**src/verilog/riscvPkg.sv**
```systemverilog
/*
 * RV32I core shared definitions
 * Machine word type, major opcodes and the control select encodings
 * passed between the decoder, datapath and immediate generator.
 */

package riscvPkg;

    typedef logic [31:0] wordT;

    // Major opcodes, bits [6:0] of the instruction
    typedef enum logic [6:0]
    {
        OP     = 7'b0110011,
        OP_IMM = 7'b0010011,
        STORE  = 7'b0100011,
        BRANCH = 7'b1100011,
        LUI    = 7'b0110111,
        AUIPC  = 7'b0010111,
        JAL    = 7'b1101111,
        JALR   = 7'b1100111,
        LOAD   = 7'b0000011
    } opcodeT;

    // ALU operation class
    typedef enum logic [1:0]
    {
        ALU_ADD   = 2'b00,
        ALU_SUB   = 2'b01,
        ALU_FUNCT = 2'b10
    } aluOpT;

    // Writeback source
    typedef enum logic [1:0]
    {
        RES_ALU = 2'b00,
        RES_MEM = 2'b01,
        RES_PC4 = 2'b10,
        RES_IMM = 2'b11
    } resultSrcT;

    // Next-PC source
    typedef enum logic [1:0]
    {
        PC_SEQ    = 2'b00,
        PC_BRANCH = 2'b01,
        PC_JAL    = 2'b10,
        PC_JALR   = 2'b11
    } pcSrcT;

    typedef enum logic [2:0]
    {
        IMM_I = 3'd0,
        IMM_S = 3'd1,
        IMM_B = 3'd2,
        IMM_U = 3'd3,
        IMM_J = 3'd4
    } immTypeT;

endpackage

```
**src/verilog/controlUnit.sv**
```systemverilog
/*
 * Main decoder of the single-cycle core
 * Turns the major opcode and func3 into the datapath selects and the
 * write and read enables. Unknown encodings decode as a no-op.
 */

`timescale 1ns/1ps

module controlUnit
(
    input  riscvPkg::opcodeT    opcode,
    input  logic [2:0]          func3,
    output riscvPkg::resultSrcT resultSrc,
    output riscvPkg::pcSrcT     pcSrc,
    output logic                aluSrcA,
    output logic                aluSrcB,
    output riscvPkg::immTypeT   immType,
    output riscvPkg::aluOpT     aluOp,
    output logic                memWrite,
    output logic                memRead,
    output logic                regWrite,
    output logic                branchNotEqual
);

    always_comb
    begin
        // No-op defaults, each class overrides what it needs
        resultSrc      = riscvPkg::RES_ALU;
        pcSrc          = riscvPkg::PC_SEQ;
        aluSrcA        = 1'b0;
        aluSrcB        = 1'b0;
        immType        = riscvPkg::IMM_I;
        aluOp          = riscvPkg::ALU_ADD;
        memWrite       = 1'b0;
        memRead        = 1'b0;
        regWrite       = 1'b0;
        branchNotEqual = 1'b0;

        case (opcode)
            riscvPkg::OP:
            begin
                aluOp    = riscvPkg::ALU_FUNCT;
                regWrite = 1'b1;
            end
            riscvPkg::OP_IMM:
            begin
                aluOp    = riscvPkg::ALU_FUNCT;
                aluSrcB  = 1'b1;
                regWrite = 1'b1;
            end
            riscvPkg::LOAD:
            begin
                aluSrcB   = 1'b1;
                resultSrc = riscvPkg::RES_MEM;
                memRead   = 1'b1;
                regWrite  = 1'b1;
            end
            riscvPkg::STORE:
            begin
                aluSrcB  = 1'b1;
                immType  = riscvPkg::IMM_S;
                memWrite = 1'b1;
            end
            riscvPkg::BRANCH:
            begin
                // Only BEQ and BNE, other func3 values stay a no-op
                if (func3 == 3'b000 || func3 == 3'b001)
                begin
                    pcSrc          = riscvPkg::PC_BRANCH;
                    immType        = riscvPkg::IMM_B;
                    aluOp          = riscvPkg::ALU_SUB;
                    branchNotEqual = func3[0];
                end
            end
            riscvPkg::LUI:
            begin
                immType   = riscvPkg::IMM_U;
                resultSrc = riscvPkg::RES_IMM;
                regWrite  = 1'b1;
            end
            riscvPkg::AUIPC:
            begin
                aluSrcA  = 1'b1;
                aluSrcB  = 1'b1;
                immType  = riscvPkg::IMM_U;
                regWrite = 1'b1;
            end
            riscvPkg::JAL:
            begin
                pcSrc     = riscvPkg::PC_JAL;
                immType   = riscvPkg::IMM_J;
                resultSrc = riscvPkg::RES_PC4;
                regWrite  = 1'b1;
            end
            riscvPkg::JALR:
            begin
                // Target comes out of the ALU as rs1 + imm
                pcSrc     = riscvPkg::PC_JALR;
                aluSrcB   = 1'b1;
                resultSrc = riscvPkg::RES_PC4;
                regWrite  = 1'b1;
            end
            default:
            begin
                pcSrc = riscvPkg::PC_SEQ;
            end
        endcase
    end

endmodule

```
**src/verilog/alu.sv**
```systemverilog
/*
 * Integer ALU
 * Picks the operation from the class given by the decoder, or from
 * func3 and the func7 bit for arithmetic instructions.
 */

`timescale 1ns/1ps

module alu
(
    input  riscvPkg::aluOpT aluOp,
    input  logic [2:0]      func3,
    input  logic            func7Bit,
    input  logic            operandImm,
    input  riscvPkg::wordT  a,
    input  riscvPkg::wordT  b,
    output riscvPkg::wordT  result,
    output logic            zero
);

    typedef enum logic [3:0]
    {
        F_ADD,
        F_SUB,
        F_AND,
        F_OR,
        F_XOR,
        F_SLT,
        F_SLTU,
        F_SLL,
        F_SRL,
        F_SRA
    } aluFuncT;

    aluFuncT    func;
    logic [4:0] shamt;

    assign shamt = b[4:0];

    // Operation decode
    always_comb
    begin
        func = F_ADD;
        case (aluOp)
            riscvPkg::ALU_ADD:   func = F_ADD;
            riscvPkg::ALU_SUB:   func = F_SUB;
            riscvPkg::ALU_FUNCT:
            begin
                case (func3)
                    // Immediate forms have no subtract
                    3'b000:  func = (func7Bit && !operandImm) ? F_SUB : F_ADD;
                    3'b001:  func = F_SLL;
                    3'b010:  func = F_SLT;
                    3'b011:  func = F_SLTU;
                    3'b100:  func = F_XOR;
                    3'b101:  func = func7Bit ? F_SRA : F_SRL;
                    3'b110:  func = F_OR;
                    default: func = F_AND;
                endcase
            end
            default:             func = F_ADD;
        endcase
    end

    always_comb
    begin
        case (func)
            F_SUB:   result = a - b;
            F_AND:   result = a & b;
            F_OR:    result = a | b;
            F_XOR:   result = a ^ b;
            F_SLT:   result = {31'b0, $signed(a) < $signed(b)};
            F_SLTU:  result = {31'b0, a < b};
            F_SLL:   result = a << shamt;
            F_SRL:   result = a >> shamt;
            F_SRA:   result = $signed(a) >>> shamt;
            default: result = a + b;
        endcase
    end

    assign zero = (result == '0);

endmodule

```
**src/verilog/registerFile.sv**
```systemverilog
/*
 * Integer register file, 32 x 32
 * Two combinational read ports and one write port on the clock edge.
 * x0 reads as zero and ignores writes.
 */

`timescale 1ns/1ps

module registerFile
(
    input  logic           clk,
    input  logic           reset,
    input  logic [4:0]     readAddr1,
    input  logic [4:0]     readAddr2,
    output riscvPkg::wordT readData1,
    output riscvPkg::wordT readData2,
    input  logic [4:0]     writeAddr,
    input  riscvPkg::wordT writeData,
    input  logic           writeEnable
);

    // x1 to x31 only
    riscvPkg::wordT regs [1:31];

    always_ff @(posedge clk)
    begin
        if (reset)
        begin
            for (int i = 1; i < 32; i++)
            begin
                regs[i] <= '0;
            end
        end
        else if (writeEnable && writeAddr != 5'd0)
        begin
            regs[writeAddr] <= writeData;
        end
    end

    assign readData1 = (readAddr1 == 5'd0) ? '0 : regs[readAddr1];
    assign readData2 = (readAddr2 == 5'd0) ? '0 : regs[readAddr2];

endmodule

```
**src/verilog/immediateGen.sv**
```systemverilog
/*
 * Immediate generator
 * Collects the immediate bits of the I, S, B, U and J formats and
 * sign-extends them to a full word.
 */

`timescale 1ns/1ps

module immediateGen
(
    input  riscvPkg::wordT    instr,
    input  riscvPkg::immTypeT immType,
    output riscvPkg::wordT    imm
);

    always_comb
    begin
        case (immType)
            riscvPkg::IMM_S:
            begin
                imm = {{20{instr[31]}}, instr[31:25], instr[11:7]};
            end
            riscvPkg::IMM_B:
            begin
                // Bit 0 is always zero for branch offsets
                imm = {{19{instr[31]}}, instr[31], instr[7], instr[30:25],
                       instr[11:8], 1'b0};
            end
            riscvPkg::IMM_U:
            begin
                imm = {instr[31:12], 12'b0};
            end
            riscvPkg::IMM_J:
            begin
                imm = {{11{instr[31]}}, instr[31], instr[19:12], instr[20],
                       instr[30:21], 1'b0};
            end
            default:
            begin
                imm = {{20{instr[31]}}, instr[31:20]};
            end
        endcase
    end

endmodule

```
**src/verilog/riscvCore.sv**
```systemverilog
/*
 * Single-cycle RV32I subset core
 * Fetches, decodes, executes and retires one instruction per clock.
 * Instruction and data memories are external and answer in the same
 * cycle; stores are a one-cycle strobe taken on the closing edge.
 */

`timescale 1ns/1ps

module riscvCore
#(
    parameter riscvPkg::wordT RESET_VECTOR = 32'h0000_0000
)
(
    input  logic           clk,
    input  logic           reset,
    output riscvPkg::wordT instrAddr,
    input  riscvPkg::wordT instrData,
    output riscvPkg::wordT memAddr,
    output riscvPkg::wordT memWriteData,
    output logic           memWrite,
    output logic           memRead,
    input  riscvPkg::wordT memReadData
);

    riscvPkg::wordT      pc;
    riscvPkg::wordT      nextPc;
    riscvPkg::wordT      pcPlus4;
    riscvPkg::wordT      pcPlusImm;
    riscvPkg::wordT      imm;
    riscvPkg::wordT      rs1Data;
    riscvPkg::wordT      rs2Data;
    riscvPkg::wordT      aluA;
    riscvPkg::wordT      aluB;
    riscvPkg::wordT      aluResult;
    riscvPkg::wordT      writeBackData;
    logic                aluZero;
    logic                branchTaken;

    riscvPkg::resultSrcT resultSrc;
    riscvPkg::pcSrcT     pcSrc;
    riscvPkg::immTypeT   immType;
    riscvPkg::aluOpT     aluOp;
    logic                aluSrcA;
    logic                aluSrcB;
    logic                ctrlMemWrite;
    logic                ctrlMemRead;
    logic                ctrlRegWrite;
    logic                branchNotEqual;

    controlUnit controlUnit_i
    (
        .opcode         (riscvPkg::opcodeT'(instrData[6:0])),
        .func3          (instrData[14:12]),
        .resultSrc      (resultSrc),
        .pcSrc          (pcSrc),
        .aluSrcA        (aluSrcA),
        .aluSrcB        (aluSrcB),
        .immType        (immType),
        .aluOp          (aluOp),
        .memWrite       (ctrlMemWrite),
        .memRead        (ctrlMemRead),
        .regWrite       (ctrlRegWrite),
        .branchNotEqual (branchNotEqual)
    );

    immediateGen immediateGen_i
    (
        .instr   (instrData),
        .immType (immType),
        .imm     (imm)
    );

    registerFile registerFile_i
    (
        .clk         (clk),
        .reset       (reset),
        .readAddr1   (instrData[19:15]),
        .readAddr2   (instrData[24:20]),
        .readData1   (rs1Data),
        .readData2   (rs2Data),
        .writeAddr   (instrData[11:7]),
        .writeData   (writeBackData),
        .writeEnable (ctrlRegWrite && !reset)
    );

    // Operand muxes, PC feeds AUIPC
    assign aluA = aluSrcA ? pc : rs1Data;
    assign aluB = aluSrcB ? imm : rs2Data;

    alu alu_i
    (
        .aluOp      (aluOp),
        .func3      (instrData[14:12]),
        .func7Bit   (instrData[30]),
        .operandImm (aluSrcB),
        .a          (aluA),
        .b          (aluB),
        .result     (aluResult),
        .zero       (aluZero)
    );

    always_comb
    begin
        case (resultSrc)
            riscvPkg::RES_MEM: writeBackData = memReadData;
            riscvPkg::RES_PC4: writeBackData = pcPlus4;
            riscvPkg::RES_IMM: writeBackData = imm;
            default:           writeBackData = aluResult;
        endcase
    end

    // Next PC
    assign pcPlus4     = pc + 32'd4;
    assign pcPlusImm   = pc + imm;
    assign branchTaken = aluZero ^ branchNotEqual;

    always_comb
    begin
        case (pcSrc)
            riscvPkg::PC_BRANCH: nextPc = branchTaken ? pcPlusImm : pcPlus4;
            riscvPkg::PC_JAL:    nextPc = pcPlusImm;
            riscvPkg::PC_JALR:   nextPc = {aluResult[31:1], 1'b0};
            default:             nextPc = pcPlus4;
        endcase
    end

    always_ff @(posedge clk)
    begin
        if (reset)
        begin
            pc <= RESET_VECTOR;
        end
        else
        begin
            pc <= nextPc;
        end
    end

    assign instrAddr    = pc;
    assign memAddr      = aluResult;
    assign memWriteData = rs2Data;
    // No memory traffic while held in reset
    assign memWrite     = ctrlMemWrite && !reset;
    assign memRead      = ctrlMemRead && !reset;

endmodule

```
**config.mk**
```make
export PLATFORM = sky130hd
export DESIGN_NAME = riscvCore
export DESIGN_NICKNAME = d
export VERILOG_FILES = /design/src/verilog/riscvPkg.sv /design/src/verilog/controlUnit.sv /design/src/verilog/alu.sv /design/src/verilog/registerFile.sv /design/src/verilog/immediateGen.sv /design/src/verilog/riscvCore.sv
export SDC_FILE = /design/constraint.sdc
export NUM_CORES = 2
export LEC_CHECK = 0
export ABC_CLOCK_PERIOD_IN_PS = 10650
export CORE_UTILIZATION = 30
export CTS_BUF_LIST = sky130_fd_sc_hd__clkbuf_8
export CTS_CLUSTER_DIAMETER = 40
export DETAILED_ROUTE_END_ITERATION = 16
export DONT_BUFFER_PORTS = 1
export PLACE_DENSITY = 0.48
export SYNTH_ARGS = -nofsm -noshare
export SYNTH_HDL_FRONTEND = slang
export SYNTH_HIERARCHICAL = 1
export SYNTH_SLANG_ARGS = --single-unit
export TNS_END_PERCENT = 1
```
**constraint.sdc**
```tcl
create_clock -name clk -period 10.65 [get_ports clk]
set_input_delay 1.5975 -clock clk [delete_from_list [all_inputs] [get_ports clk]]
set_output_delay 1.5975 -clock clk [all_outputs]
set_load 0.05 [all_outputs]
```
==> impl_metrics.csv <==
group,metric,value,unit
timing,slew_headroom,0.06465,
timing,worst_slack,405.1,ps
timing,slew_viol_final,0,
die,die_y,489.1,um
critical_path,end_kind,"primary output",
cts,cts_tree,"yes",
worst_hold_path,worstHoldStart,"reset",
die,die_area,239200,um^2
grt,grt_use_total,0.2785,
timing,layout_min_cycle_time,10240,ps
finish,most-common-layout-cells,"1024 x edfxtp_1, 1007 x and2_1, 426 x mux4_2, 391 x mux2i_1, 318 x buf_4",
worst_hold_path,hp-class,"in -> reg",
grt,overflow,0,
finish,final_common_cell,"edfxtp_1",
critical_path,worstPathRequired,9050,ps
cts,post_cts_buffers,0,
die,die_w,489.1,um
routing,drtIter0Drc,7001,
worst_hold_path,holdPathStages,1,
critical_path,cpPeakStageDelay,820,ps
worst_hold_path,hold_end,"instrAddr[28]$_SDFF_PP0_",
timing,fin_crit_sh,0.9620,
critical_path,path_max_fanout,239,
timing,hold_viol,0,
cts,clock_sinks,1056,
routing,wl_per_cell,36.50,um
timing,finalSetupTns,0,ps
cts,htreeDepth,4,
critical_path,critPathArrivalTime,8650,ps
finish,area.growth.synth_to_final,12.13,%
critical_path,path_cells,"and2_2 > buf_12 > a22oi_1 > a21oi_1 > nor4_1 > mux2_2 > inv_1 > ha_1 > buf_4 > inv_1 > nor2_1 > o2111ai_1 > a21oi_1 > buf_4 > o21a_1 > a311oi_1 > or4_1 > nand3_1 > mux2i_1 > o21ai_1 > buf_4 > buf_12",
critical_path,critical-path-top-delay-family,"simple AND/OR/NAND/NOR gates",
grt,grt_pass1_vias,54531,
critical_path,r2r_setup_slack,1960,ps
timing,rsz0062_at_grt,"false",
critical_path,path_class,"in -> out",
logic_synthesis,syn_area_per_cell,11.82,um^2
cts,cts.clk_slew.worst_paths,60,ps
timing,max_freq,97.61,MHz
die,rows,178,
place,post-place-ws,641.7,ps
flow_run,maxCapViolations,0,
critical_path,crit_slowest_cell,"nor4_1",
critical_path,worst_setup_path_start_kind,"input pin",
grt,antenna_found_initial,60,
logic_synthesis,ys_ff_latch,1056,
grt,grt_max_degree,313,
critical_path,worst-path-buf-inv,7,
finish,drive_gt1_frac,0.2215,
cts,cts_hold_buf,0,
die,core-area,235600,um^2
critical_path,critPathMostFrequentCell,"buf_4",
cts,cts_buffer_depth,3,
finish,fin_nets,6195,
finish,final_util,0.3388,
pwr,power,12.85,mW
timing,worst_slew_pin_slew,1390,ps
finish,layout.cells.non_filler,9319,
critical_path,r2r-end,"instrAddr[26]$_SDFF_PP0_",
logic_synthesis,synth_edf_count,1024,
die,start_util,0.3021,
place,dpl.hpwl,233.5,mm
logic_synthesis,synth_area,71190,um^2
run_status,status,"finished clean",
timing,setup_viol,0,
timing,fin_skew,78.16,ps
logic_synthesis,seq_area_frac_synth,0.4410,
cts,cts_buffers,182,
finish,fillCellCount,23477,
critical_path,r2r_start,"registerFile_i/regs[15][1]$_SDFFCE_PN0P_",
routing,via_per_inst,6.016,
critical_path,reg2reg_depth,22,
place,gp_congestion,1.044,
cts,cts_resized,0,
logic_synthesis,synth.distinct_cells,121,
cts,cts-root-buf,"clkbuf_8",
cts,clk_latency,990,ps
routing,vias,56065,
logic_synthesis,synthCells,6021,
grt,grt_pass1_wl,462.1,mm
logic_synthesis,synth_warnings,6,
pwr,powerDensity,161.0,nW/um^2
place,dp_cells,8961,
logic_synthesis,async_flop_share,0,
place,portBuffers,0,
routing,routed_wl,340.1,mm
die,ios,164,
routing,dr.pass1.iters,6,
logic_synthesis,ys.flop_type,"edfxtp_1",
routing,drcViolationCount,0,
pwr,vdd_drop_max,0.1008,mV
pwr,p_leak,29.17,nW
routing,ant_nets,0,
area by class of cell:
type,instances,area [um^2],share of cell area
Antenna cell,28,70.07,0.0008778
Clock buffer,182,2505,0.03138
Clock inverter,148,900.9,0.01129
Inverter,118,442.9,0.005549
Multi-Input combinational cell,4279,37430,0.4689
Sequential cell,1056,31390,0.3933
Tap cell,3150,3941,0.04938
Timing Repair Buffer,358,3144,0.03939
worst max path at each step:
stage	start	to	slack, ps	cells past startpoint
finish	instrData[16]	memAddr[31]	410	22
global route	instrData[16]	memAddr[31]	520	22
CTS	instrData[16]	memAddr[31]	1180	22
detailed placement	instrData[4]	instrAddr[30]$_SDFF_PP0_	640	30
global placement	instrData[4]	instrAddr[30]$_SDFF_PP0_	620	30
floorplan	instrData[22]	instrAddr[30]$_SDFF_PP0_	350	31
metrics by stage:
stage          area, um^2  hold WS (ps)
3_5_place_dp        76350         854.0
5_1_grt             79790         804.0
6_report            79820         860.9
4_1_cts             79750         759.2
3_3_place_gp        76350         842.4
2_1_floorplan       71300         699.5
cell families after synthesis:
| kind of cell | Yosys count | synth area share |
|---|---|---|
| compound gates | 1141 | 0.1128 |
| fa+ha+maj | 134 | 0.02387 |
| buf+inv | 717 | 0.04440 |
| other cells | 1 | 0.00005268 |
| simple gates | 1945 | 0.1571 |
| flops | 1056 | 0.4410 |
| xor+xnor | 75 | 0.009228 |
| mux | 952 | 0.2116 |
registers in the layout (all words and copies together) (netlist names):
register,count
instrAddr,32
registerFile_i/regs,1024
worst reg2reg max path, stage by stage, from the launching register on:
cell and delay (ps):
edfxtp_1 410, mux4_2 490, a22o_1 260, a2111oi_1 830, nor3_2 410, mux2_4 510
inv_2 150, buf_4 420, buf_4 430, o21ai_1 430, a2111oi_0 600, o2111ai_2 230
nor4_1 630, nand4b_1 460, nor4_1 420, and4bb_1 260, xor2_1 440, buf_4 220
a21oi_2 70, or3_1 500, nor3_1 270, nand2_1 100, o211ai_1 100
cells in the mapped netlist (16+ instances only):
| library cell | n | share of area |
|---|---|---|
| and3_1 | 23 | 0.0020 |
| xor2_1 | 23 | 0.0028 |
| nor4_1 | 56 | 0.0049 |
| nor3_1 | 92 | 0.0065 |
| nand2b_1 | 22 | 0.0019 |
| a2111oi_0 | 27 | 0.0033 |
| a211oi_1 | 79 | 0.0083 |
| mux2i_1 | 391 | 0.055 |
| mux4_2 | 426 | 0.13 |
| o22ai_1 | 95 | 0.0083 |
| nand3_1 | 66 | 0.0046 |
| edfxtp_1 | 1024 | 0.43 |
| and2_1 | 1009 | 0.089 |
| a22o_1 | 55 | 0.0068 |
| or2_2 | 39 | 0.0034 |
| o21ai_0 | 128 | 0.0090 |
| nor2_1 | 234 | 0.012 |
| a31oi_1 | 27 | 0.0024 |
| nor2b_1 | 84 | 0.0074 |
| a2111oi_1 | 32 | 0.0045 |
| buf_2 | 108 | 0.0076 |
| a21o_1 | 38 | 0.0040 |
| xnor2_1 | 52 | 0.0064 |
| mux2_2 | 131 | 0.021 |
| buf_4 | 36 | 0.0038 |
| a22oi_1 | 155 | 0.016 |
| nand4_1 | 25 | 0.0022 |
| buf_6 | 26 | 0.0041 |
| o31ai_1 | 16 | 0.0017 |
| a21oi_1 | 226 | 0.016 |
| o21ai_1 | 19 | 0.0013 |
| clkbuf_1 | 401 | 0.021 |
| nand2_1 | 184 | 0.0097 |
| inv_1 | 114 | 0.0060 |
| ha_1 | 131 | 0.023 |
| a221oi_1 | 24 | 0.0030 |
| o21a_1 | 19 | 0.0020 |
| or3_1 | 18 | 0.0016 |
| o211ai_1 | 26 | 0.0027 |
| buf_1 | 25 | 0.0013 |
| dfxtp_1 | 32 | 0.0090 |
power breakdown:
part	internal [mW]	switching, mW
Sequential	4.74	0.101
Combinational	1.30	3.11
Clock	1.75	1.85
Total	7.79	5.06
metal layers:
layer  global-route usage  wire length [um]
met1               0.3566            135500
met2               0.4422            156100
met3              0.06015             30280
met4               0.1403             18080
met5                    0               161
Power figures use the tool's default switching activity.
